`config.mk`:
```
export PLATFORM = sky130hd
export DESIGN_NAME = attention_head
export DESIGN_NICKNAME = d
export VERILOG_FILES = /design/src/hw/attn_pkg.sv /design/src/hw/attention_head.sv /design/src/hw/linear_projection.sv /design/src/hw/operand_ram.sv /design/src/hw/row_exp2.sv /design/src/hw/score_matmul.sv
export SDC_FILE = /design/constraint.sdc
export NUM_CORES = 2
export LEC_CHECK = 0
export ABC_AREA = 1
export ABC_CLOCK_PERIOD_IN_PS = 11250
export BUFFER_PORTS_ARGS = -buffer_cell sky130_fd_sc_hd__buf_2
export CORE_ASPECT_RATIO = 0.9
export CORE_MARGIN = 2
export CORE_UTILIZATION = 53
export DETAILED_ROUTE_END_ITERATION = 16
export PLACE_DENSITY = 0.69
export SKIP_CTS_REPAIR_TIMING = 1
export SLEW_MARGIN = 10
export SYNTH_ARGS = -nofsm -noshare
export SYNTH_HDL_FRONTEND = slang
export SYNTH_SLANG_ARGS = --single-unit
```
`constraint.sdc`:
```
create_clock -name clk -period 11.25 [get_ports clk]
set_input_delay 0 -clock clk [delete_from_list [all_inputs] [get_ports clk]]
set_output_delay 0 -clock clk [all_outputs]
set_load 0.01 [all_outputs]
```
`src/hw/attn_pkg.sv`:
```
/* Sizes are fixed for one head of four tokens at model width four.
   Operand memory map: X rows at 0..3, Wq rows at 4..7, Wk rows at 8..11 (weights transposed) */
package attn_pkg;

    // Head geometry
    localparam int SEQ_LEN  = 4;
    localparam int D_MODEL  = 4;

    // Element and accumulator widths
    localparam int ELEM_W   = 8;
    localparam int ACC_W    = 18;
    localparam int WEIGHT_W = 8;
    localparam int WORD_W   = D_MODEL * ELEM_W;

    // Operand memory layout
    localparam int MEM_WORDS = 12;
    localparam int W_BASE    = 4;

    typedef logic [1:0] row_idx_t;
    typedef logic [3:0] mem_addr_t;

    // Signed int8 lane, keeps its sign when picked out of a packed array
    typedef logic signed [ELEM_W-1:0] elem_t;

    // One operand word, seen as raw bits or as four int8 lanes
    typedef union packed {
        logic [WORD_W-1:0]       raw;
        elem_t [D_MODEL-1:0]     lane;
    } operand_word_u;

    // Lane j holds the weight for key column j
    typedef logic [SEQ_LEN-1:0][WEIGHT_W-1:0] weight_word_t;

endpackage

```
`src/hw/attention_head.sv`:
```
/* One head, no V path and no softmax divide; host loads X, Wq, Wk before start.
   Start is ignored while a run is in flight; one row of weights per out_valid */
`timescale 1ns/1ps

module attention_head #(
    parameter int PROJ_SHIFT  = 6,
    parameter int SCORE_SHIFT = 4
) (
    input  logic                    clk,
    input  logic                    reset,
    input  logic                    wr_en_a,
    input  attn_pkg::mem_addr_t     wr_addr_a,
    input  attn_pkg::operand_word_u wr_data_a,
    input  logic                    wr_en_b,
    input  attn_pkg::mem_addr_t     wr_addr_b,
    input  attn_pkg::operand_word_u wr_data_b,
    input  logic                    start,
    output logic                    out_valid,
    output attn_pkg::row_idx_t      out_row,
    output attn_pkg::weight_word_t  out_weights,
    output logic                    out_done
);
    import attn_pkg::*;

    // Memory read path
    mem_addr_t     rd_addr;
    operand_word_u rd_data;

    // Projection stream
    logic                     proj_busy;
    logic                     proj_valid;
    logic                     proj_is_key;
    row_idx_t                 proj_row;
    row_idx_t                 proj_col;
    logic signed [ELEM_W-1:0] proj_value;
    logic                     proj_done;

    // Score stream
    logic                    score_valid;
    row_idx_t                score_row;
    row_idx_t                score_col;
    logic signed [ACC_W-1:0] score_value;

    operand_ram u_ram (
        .clk       (clk),
        .reset     (reset),
        .wr_en_a   (wr_en_a),
        .wr_addr_a (wr_addr_a),
        .wr_data_a (wr_data_a),
        .wr_en_b   (wr_en_b),
        .wr_addr_b (wr_addr_b),
        .wr_data_b (wr_data_b),
        .rd_addr   (rd_addr),
        .rd_data   (rd_data)
    );

    // Busy runs until the last output row
    linear_projection #(
        .PROJ_SHIFT (PROJ_SHIFT)
    ) u_proj (
        .clk         (clk),
        .reset       (reset),
        .start       (start),
        .done_in     (out_done),
        .busy        (proj_busy),
        .rd_addr     (rd_addr),
        .rd_data     (rd_data),
        .proj_valid  (proj_valid),
        .proj_is_key (proj_is_key),
        .proj_row    (proj_row),
        .proj_col    (proj_col),
        .proj_value  (proj_value),
        .proj_done   (proj_done)
    );

    score_matmul u_score (
        .clk         (clk),
        .reset       (reset),
        .proj_valid  (proj_valid),
        .proj_is_key (proj_is_key),
        .proj_row    (proj_row),
        .proj_col    (proj_col),
        .proj_value  (proj_value),
        .proj_done   (proj_done),
        .score_valid (score_valid),
        .score_row   (score_row),
        .score_col   (score_col),
        .score_value (score_value)
    );

    row_exp2 #(
        .SCORE_SHIFT (SCORE_SHIFT)
    ) u_exp (
        .clk         (clk),
        .reset       (reset),
        .score_valid (score_valid),
        .score_row   (score_row),
        .score_col   (score_col),
        .score_value (score_value),
        .out_valid   (out_valid),
        .out_row     (out_row),
        .out_weights (out_weights),
        .out_done    (out_done)
    );

endmodule

```
`src/hw/linear_projection.sv`:
```
/* Fixed schedule: per token one X read, then eight weight rows at two cycles each.
   Start is ignored from acceptance until done_in; elements are saturated to int8 */
`timescale 1ns/1ps

module linear_projection #(
    parameter int PROJ_SHIFT = 6
) (
    input  logic                              clk,
    input  logic                              reset,
    input  logic                              start,
    input  logic                              done_in,
    output logic                              busy,
    output attn_pkg::mem_addr_t               rd_addr,
    input  attn_pkg::operand_word_u           rd_data,
    output logic                              proj_valid,
    output logic                              proj_is_key,
    output attn_pkg::row_idx_t                proj_row,
    output attn_pkg::row_idx_t                proj_col,
    output logic signed [attn_pkg::ELEM_W-1:0] proj_value,
    output logic                              proj_done
);
    import attn_pkg::*;

    typedef enum logic [2:0] {
        S_IDLE,
        S_RD_X,
        S_RD_W,
        S_COMP,
        S_DONE,
        S_WAIT
    } state_t;

    localparam logic signed [ACC_W-1:0] SAT_HI = 127;
    localparam logic signed [ACC_W-1:0] SAT_LO = -128;

    state_t state;

    // Current token and weight row, 0..3 Wq then 4..7 Wk
    row_idx_t   tok;
    logic [2:0] w_idx;

    // Latched token row
    operand_word_u x_row;

    logic signed [ACC_W-1:0]  dot;
    logic signed [ACC_W-1:0]  scaled;
    logic signed [ELEM_W-1:0] sat;

    assign busy = (state != S_IDLE);

    // Read address follows the state directly
    always_comb begin
        case (state)
            S_RD_X:         rd_addr = mem_addr_t'(tok);
            S_RD_W, S_COMP: rd_addr = mem_addr_t'(W_BASE + w_idx);
            default:        rd_addr = '0;
        endcase
    end

    // Four-lane product sum, weight row arrives on rd_data in S_COMP
    always_comb begin
        dot = '0;
        for (int l = 0; l < D_MODEL; l++) begin
            dot = dot + x_row.lane[l] * rd_data.lane[l];
        end
    end

    // Rescale then clamp to int8
    assign scaled = dot >>> PROJ_SHIFT;

    always_comb begin
        if (scaled > SAT_HI) begin
            sat = SAT_HI[ELEM_W-1:0];
        end else if (scaled < SAT_LO) begin
            sat = SAT_LO[ELEM_W-1:0];
        end else begin
            sat = scaled[ELEM_W-1:0];
        end
    end

    // Sequencer
    always_ff @(posedge clk) begin
        if (reset) begin
            state      <= S_IDLE;
            tok        <= '0;
            w_idx      <= '0;
            proj_valid <= 1'b0;
            proj_done  <= 1'b0;
        end else begin
            proj_valid <= 1'b0;
            proj_done  <= 1'b0;
            case (state)
                S_IDLE: begin
                    if (start) begin
                        tok   <= '0;
                        w_idx <= '0;
                        state <= S_RD_X;
                    end
                end
                S_RD_X: state <= S_RD_W;
                S_RD_W: state <= S_COMP;
                S_COMP: begin
                    proj_valid <= 1'b1;
                    w_idx      <= w_idx + 3'd1;
                    if (w_idx == 3'd7) begin
                        tok   <= tok + 2'd1;
                        // Last token goes on to the done strobe
                        state <= (tok == row_idx_t'(SEQ_LEN - 1)) ? S_DONE : S_RD_X;
                    end else begin
                        state <= S_RD_W;
                    end
                end
                S_DONE: begin
                    proj_done <= 1'b1;
                    state     <= S_WAIT;
                end
                // Hold off new starts until the last row leaves the head
                S_WAIT: begin
                    if (done_in) begin
                        state <= S_IDLE;
                    end
                end
                default: state <= S_IDLE;
            endcase
        end
    end

    // Payload registers
    always_ff @(posedge clk) begin
        // First weight read cycle still shows the X row
        if (state == S_RD_W && w_idx == 3'd0) begin
            x_row <= rd_data;
        end
        if (state == S_COMP) begin
            proj_is_key <= w_idx[2];
            proj_row    <= tok;
            proj_col    <= w_idx[1:0];
            proj_value  <= sat;
        end
    end

endmodule

```
`src/hw/operand_ram.sv`:
```
/* Writes above the last word are dropped; port b wins on a same-address write.
   Read data is registered, one cycle after the address */
`timescale 1ns/1ps

module operand_ram (
    input  logic                    clk,
    input  logic                    reset,
    input  logic                    wr_en_a,
    input  attn_pkg::mem_addr_t     wr_addr_a,
    input  attn_pkg::operand_word_u wr_data_a,
    input  logic                    wr_en_b,
    input  attn_pkg::mem_addr_t     wr_addr_b,
    input  attn_pkg::operand_word_u wr_data_b,
    input  attn_pkg::mem_addr_t     rd_addr,
    output attn_pkg::operand_word_u rd_data
);
    import attn_pkg::*;

    // Twelve raw words: X, Wq, Wk
    logic [WORD_W-1:0] mem [MEM_WORDS];

    // Address decode for the in-range checks
    logic a_hit;
    logic b_hit;
    logic rd_hit;

    assign a_hit  = wr_en_a && (wr_addr_a < MEM_WORDS);
    assign b_hit  = wr_en_b && (wr_addr_b < MEM_WORDS);
    assign rd_hit = rd_addr < MEM_WORDS;

    always_ff @(posedge clk) begin
        if (reset) begin
            // Whole array cleared so a rerun never sees old operands
            for (int i = 0; i < MEM_WORDS; i++) begin
                mem[i] <= '0;
            end
            rd_data.raw <= '0;
        end else begin
            if (a_hit) begin
                mem[wr_addr_a] <= wr_data_a.raw;
            end
            // Later assignment, so b overrides a on collision
            if (b_hit) begin
                mem[wr_addr_b] <= wr_data_b.raw;
            end
            // Unmapped addresses read as zero
            if (rd_hit) begin
                rd_data.raw <= mem[rd_addr];
            end else begin
                rd_data.raw <= '0;
            end
        end
    end

endmodule

```
`src/hw/row_exp2.sv`:
```
/* Weights are 255 >> ((max - s) >> SCORE_SHIFT), unnormalized, zero past a shift of 7.
   Rows must arrive with columns 0..3 in order; output is two cycles after column 3 */
`timescale 1ns/1ps

module row_exp2 #(
    parameter int SCORE_SHIFT = 4
) (
    input  logic                              clk,
    input  logic                              reset,
    input  logic                              score_valid,
    input  attn_pkg::row_idx_t                score_row,
    input  attn_pkg::row_idx_t                score_col,
    input  logic signed [attn_pkg::ACC_W-1:0] score_value,
    output logic                              out_valid,
    output attn_pkg::row_idx_t                out_row,
    output attn_pkg::weight_word_t            out_weights,
    output logic                              out_done
);
    import attn_pkg::*;

    // Collector stage
    logic signed [ACC_W-1:0] col_buf [SEQ_LEN];
    logic                    row_full;
    row_idx_t                full_row;

    // Comparator tree
    logic signed [ACC_W-1:0] max01;
    logic signed [ACC_W-1:0] max23;
    logic signed [ACC_W-1:0] row_max;

    // Max stage
    logic                    s2_valid;
    row_idx_t                s2_row;
    logic signed [ACC_W-1:0] s2_max;
    logic signed [ACC_W-1:0] s2_score [SEQ_LEN];

    // Difference and shift amount per column
    logic signed [ACC_W:0] diff  [SEQ_LEN];
    logic [ACC_W:0]        shamt [SEQ_LEN];

    always_ff @(posedge clk) begin
        if (score_valid) begin
            col_buf[score_col] <= score_value;
        end
        if (score_valid && score_col == row_idx_t'(SEQ_LEN - 1)) begin
            full_row <= score_row;
        end
    end

    // Two-level max over the buffered row
    assign max01   = (col_buf[0] > col_buf[1]) ? col_buf[0] : col_buf[1];
    assign max23   = (col_buf[2] > col_buf[3]) ? col_buf[2] : col_buf[3];
    assign row_max = (max01 > max23) ? max01 : max23;

    always_ff @(posedge clk) begin
        if (reset) begin
            row_full <= 1'b0;
            s2_valid <= 1'b0;
        end else begin
            row_full <= score_valid && (score_col == row_idx_t'(SEQ_LEN - 1));
            s2_valid <= row_full;
        end
    end

    // Snapshot frees the collector for the next row
    always_ff @(posedge clk) begin
        if (row_full) begin
            s2_row   <= full_row;
            s2_max   <= row_max;
            s2_score <= col_buf;
        end
    end

    // Diff is never negative, one extra bit covers the full range
    always_comb begin
        for (int j = 0; j < SEQ_LEN; j++) begin
            diff[j]        = s2_max - s2_score[j];
            shamt[j]       = diff[j] >> SCORE_SHIFT;
            out_weights[j] = (shamt[j] <= (WEIGHT_W - 1))
                             ? ({WEIGHT_W{1'b1}} >> shamt[j][2:0])
                             : '0;
        end
    end

    assign out_valid = s2_valid;
    assign out_row   = s2_row;
    // Last row closes the run
    assign out_done  = s2_valid && (s2_row == row_idx_t'(SEQ_LEN - 1));

endmodule

```
`src/hw/score_matmul.sv`:
```
/* Scores run row-major, one per cycle, starting the cycle after proj_done.
   Q and K must be fully written before proj_done; no back-pressure */
`timescale 1ns/1ps

module score_matmul (
    input  logic                               clk,
    input  logic                               reset,
    input  logic                               proj_valid,
    input  logic                               proj_is_key,
    input  attn_pkg::row_idx_t                 proj_row,
    input  attn_pkg::row_idx_t                 proj_col,
    input  logic signed [attn_pkg::ELEM_W-1:0] proj_value,
    input  logic                               proj_done,
    output logic                               score_valid,
    output attn_pkg::row_idx_t                 score_row,
    output attn_pkg::row_idx_t                 score_col,
    output logic signed [attn_pkg::ACC_W-1:0]  score_value
);
    import attn_pkg::*;

    localparam int N_SCORES = SEQ_LEN * SEQ_LEN;

    // Q and K register files, [token][head dim]
    elem_t q_mem [SEQ_LEN][D_MODEL];
    elem_t k_mem [SEQ_LEN][D_MODEL];

    // Score walk
    logic       run;
    logic [3:0] cnt;
    row_idx_t   qi;
    row_idx_t   kj;

    logic signed [ACC_W-1:0] dot;

    assign qi = cnt[3:2];
    assign kj = cnt[1:0];

    // Fill from the projection stream
    always_ff @(posedge clk) begin
        if (proj_valid) begin
            if (proj_is_key) begin
                k_mem[proj_row][proj_col] <= proj_value;
            end else begin
                q_mem[proj_row][proj_col] <= proj_value;
            end
        end
    end

    // S[i][j] = Q row i dot K row j, full width
    always_comb begin
        dot = '0;
        for (int d = 0; d < D_MODEL; d++) begin
            dot = dot + q_mem[qi][d] * k_mem[kj][d];
        end
    end

    // Sequencer
    always_ff @(posedge clk) begin
        if (reset) begin
            run         <= 1'b0;
            cnt         <= '0;
            score_valid <= 1'b0;
        end else begin
            score_valid <= run;
            if (proj_done) begin
                run <= 1'b1;
                cnt <= '0;
            end else if (run) begin
                cnt <= cnt + 4'd1;
                // Stop after the sixteenth score
                if (cnt == 4'(N_SCORES - 1)) begin
                    run <= 1'b0;
                end
            end
        end
    end

    // Score payload
    always_ff @(posedge clk) begin
        if (run) begin
            score_row   <= qi;
            score_col   <= kj;
            score_value <= dot;
        end
    end

endmodule

```
==> summary.txt <==
Cells and area
  • Synth-to-layout area growth: 8.607%
  • Register area: between 20,000 and 30,000 um^2
  • # fillers: around 11,000
  • Multi-input gate area: 33,820 um^2
  • Final #Nets: between 8,000 and 9,000
  • Fraction of layout instances using a drive strength above 1: 5.101%
  • Post-route cell area: 73,920 um^2
  • Fin util: 58.10%
  • Most frequent cells in the layout: inv_1, nand2_1, edfxtp_1, nor2_1, fa_1
  • Commonest non-fill, non-tap cell in the layout: inv_1

Power
  • Sequential share of power: 21.1%
  • Combinational share of power: 64.0%
  • P_int: 11.08 mW
  • Net Switching: 10.24 mW
  • Switching part of the total: between 40% and 50%
  • VDD IR max: about 1500 uV
  • P_leak: ~34 nW
  • Final total power: 21.32 mW
  • Power Density: 288.4 nW/um^2
  • Clock share of power: 14.9%

Logic synthesis
  • Syn. warnings: 0
  • Syn Inst Count: 7,432
  • Syn_nets: 8,427
  • Count of different cell masters after synthesis: 57
  • Synth Register Bits: between 900 and 1,000
  • Post-Synthesis Cell Area: 68,060 um^2
  • Avg Inst Size Synth: 9.158 um^2
  • Sequential area share after synthesis: between 40% and 50%

Setup path
  • Critical Path AT: 9330 ps
  • CP delay by family, top: adder cells
  • Levels on crit path: 40
  • CP startpoint kind: flip-flop
  • Crit-path slowest cell: fa_1
  • Worst setup EP type: flip-flop
  • WP data required: 11,670 ps
  • Critical path fanouts, max: 8
  • Kind of critical path: flip-flop to flip-flop
  • R2r worst-path depth: 40
  • Worst path buffer plus inverter count: 8
  • Most frequent CP cell: nand2_1
  • Worst stage delay on the critical path: approximately 540 ps

Floorplanning
  • Core Region: 127,200 um^2
  • Die area: 131,300 um^2
  • I/O pins: 113
  • Die X: 381.7 um
  • Initial cell density of the core: 53.50%
  • Placement Rows: 124
  • Die Y: 344.0 um

Status
  • Status: finished, violations left
  • Failing checks: hold timing

Clock network
  • CTS tree: built
  • Clock latency on the worst-skew pair: 710 ps
  • Total number of clock tree sinks: 927
  • CTS Buf Count: 97
  • # H-tree levels: 3
  • Clock Path Buffers: 3
  • Root buf cell: clkbuf_16
  • Clock transition at path regs: 70 ps

Min path
  • Worst hold path depth: 3
  • Hold crit path type: input port to flip-flop

STA
  • Fmax: roughly 110 MHz
  • Layout Skew: 45.77 ps
  • Hold slack: -34.50 ps
  • Tcrit/Tclk final: 79.20%
  • Final hold vios: 11
  • Fin. max-slew vios: 0
  • Setup TNS: 0 ps
  • Slew HR: 20.45%
  • RSZ-0062 raised after global routing: false
  • Final setup vio count: 0
  • Worst Tran Pin Value: 1193 ps
  • Minimum clock period: 8910 ps

Place
  • Port Buffers: 112
  • Placed cell area: 69,840 um^2
  • Placer Congestion: 0.9200
  • DP HPWL: 130.9 mm

Detailed routing
  • Vias: 52,540
  • WL per Instance: between 15 and 20 um
  • # DRC: 0
  • Drt first pass iters: 7
  • Routed Antenna Nets: 0
  • Final wirelength: around 180 mm
  • Vias per cell: 5.679
  • First DRT Iteration DRCs: 5,920

GRT
  • Largest net degree at the start of global routing: 100
  • Vias in the first global route: 50,826
  • First-pass GRT wire length: between 200 and 300 mm
  • Total grt overflow: 0
  • Antenna violations before repair: 7
  • GRT Total Usage: 28.15%

Run
  • Maxcap violations: 0
[cells by family (layout without fill, tap and decap cells)]
| family | after synthesis | after routing | share of synthesized area (%) |
|---|---|---|---|
| flip-flops | 927 | 927 | 40.10 |
| AO/OA/AOI/OAI | 1084 | 1084 | 9.383 |
| buffers and inverters | 1809 | 1925 | 10.31 |
| adder cells (fa/ha/maj) | 918 | 918 | 22.68 |
| other | 0 | 2 | 0 |
| XOR/XNOR | 160 | 160 | 2.059 |
| AND/OR/NAND/NOR | 2534 | 2534 | 15.47 |
[power by group through the flow]
stage               Combinational, mW  Sequential, mW  Clock [mW]
floorplan                        10.5            4.66           0
global placement                 13.6            4.57           0
detailed placement               13.6            4.57           0
CTS                              13.7            4.50        3.20
global route                     15.7            4.48        3.34
finish                           13.6            4.49        3.18
[worst reg2reg max path, delay by kind of cell, from the launching register on]
| kind | cells | cell delay [ps] |
|---|---|---|
| and+or+nand+nor | 17 | 1820 |
| DFF | 1 | 520 |
| buffers and inverters | 8 | 420 |
| AOI/OAI and AO/OA | 3 | 590 |
| xor gates and xnor gates | 1 | 160 |
| adders and majority gates | 11 | 5140 |
[per-layer routing]
| layer | wire length [um] | track usage [%] |
|---|---|---|
| met4 | 4725 | 7.292 |
| met2 | 79770 | 42.66 |
| met5 | 42 | 0 |
| met1 | 80010 | 41.68 |
| met3 | 20300 | 5.462 |
[synthesized netlist by cell type, drive strengths merged]
cell,number,share of area (%)
ha,392,7.2
nor3b,2,0.022
o31a,1,0.013
a32oi,70,0.90
nand2,1403,7.8
o31ai,10,0.11
o21bai,22,0.24
buf,126,1.0
and3,1,0.0092
a31o,2,0.026
o21ai,323,2.4
nor2b,1,0.0092
and2,21,0.19
clkbuf,211,1.2
a21oi,278,2.1
a21boi,3,0.033
a31oi,3,0.028
clkinv,3,0.017
or2,15,0.14
fa,526,15
o2111ai,8,0.10
o221ai,10,0.13
dfxtp,54,1.6
a21o,10,0.11
nor2,542,3.0
edfxtp,873,39
nor4,5,0.046
a32o,3,0.044
o211ai,9,0.11
nand4,50,0.47
a22oi,3,0.033
xnor2,71,0.91
inv,1469,8.1
nand3b,33,0.36
nand3,409,3.0
nor3,52,0.40
xor2,89,1.1
o21a,5,0.055
o22ai,320,2.9
a211oi,4,0.044
[area by class of cell]
| cell class | count | share of cell area (%) |
|---|---|---|
| inverter | 1472 | 7.483 |
| sequential | 927 | 36.93 |
| tap | 1701 | 2.879 |
| antenna | 2 | 0.006770 |
| timing repair buffer | 271 | 2.688 |
| clock buffer | 133 | 3.590 |
| multi-input combinational | 4696 | 45.75 |
| clock inverter | 49 | 0.6652 |
[sequential cells by signal, summed over array words and instances (netlist names), 3 cells and up, named ones only]
register,count
u_ram.mem,384
u_exp.s2_max,18
u_score.cnt,4
u_exp.s2_score,72
u_proj.state,3
u_score.k_mem,128
u_exp.col_buf,72
u_ram.rd_data,32
u_proj.proj_value,8
u_score.q_mem,128
u_proj.x_row,32
u_score.score_value,18
u_proj.w_idx,3
[stage by stage]
stage / setup WS [ps] / std cells / hold slack, ps
2_1_floorplan: 3074 / 7432 / 94.18
3_3_place_gp: 2454 / 8974 / 365.6
3_5_place_dp: 2362 / 8974 / 373.9
4_1_cts: 2333 / 9156 / -363.9
5_1_grt: 1794 / 9249 / 8.445
6_report: 2340 / 9251 / -34.50
[path summary, 6_finish.rpt]
kind | from | endpoint | slack, ps
max reg2reg | u_proj.x_row[16] | u_proj.proj_value[6] | 2340
min | wr_data_b[26] | u_ram.mem[6][26] | -30
min reg2reg | u_score.score_row[1] | u_exp.full_row[1] | 420
max | u_proj.x_row[16] | u_proj.proj_value[6] | 2340
(Power assumes the default switching activity.)
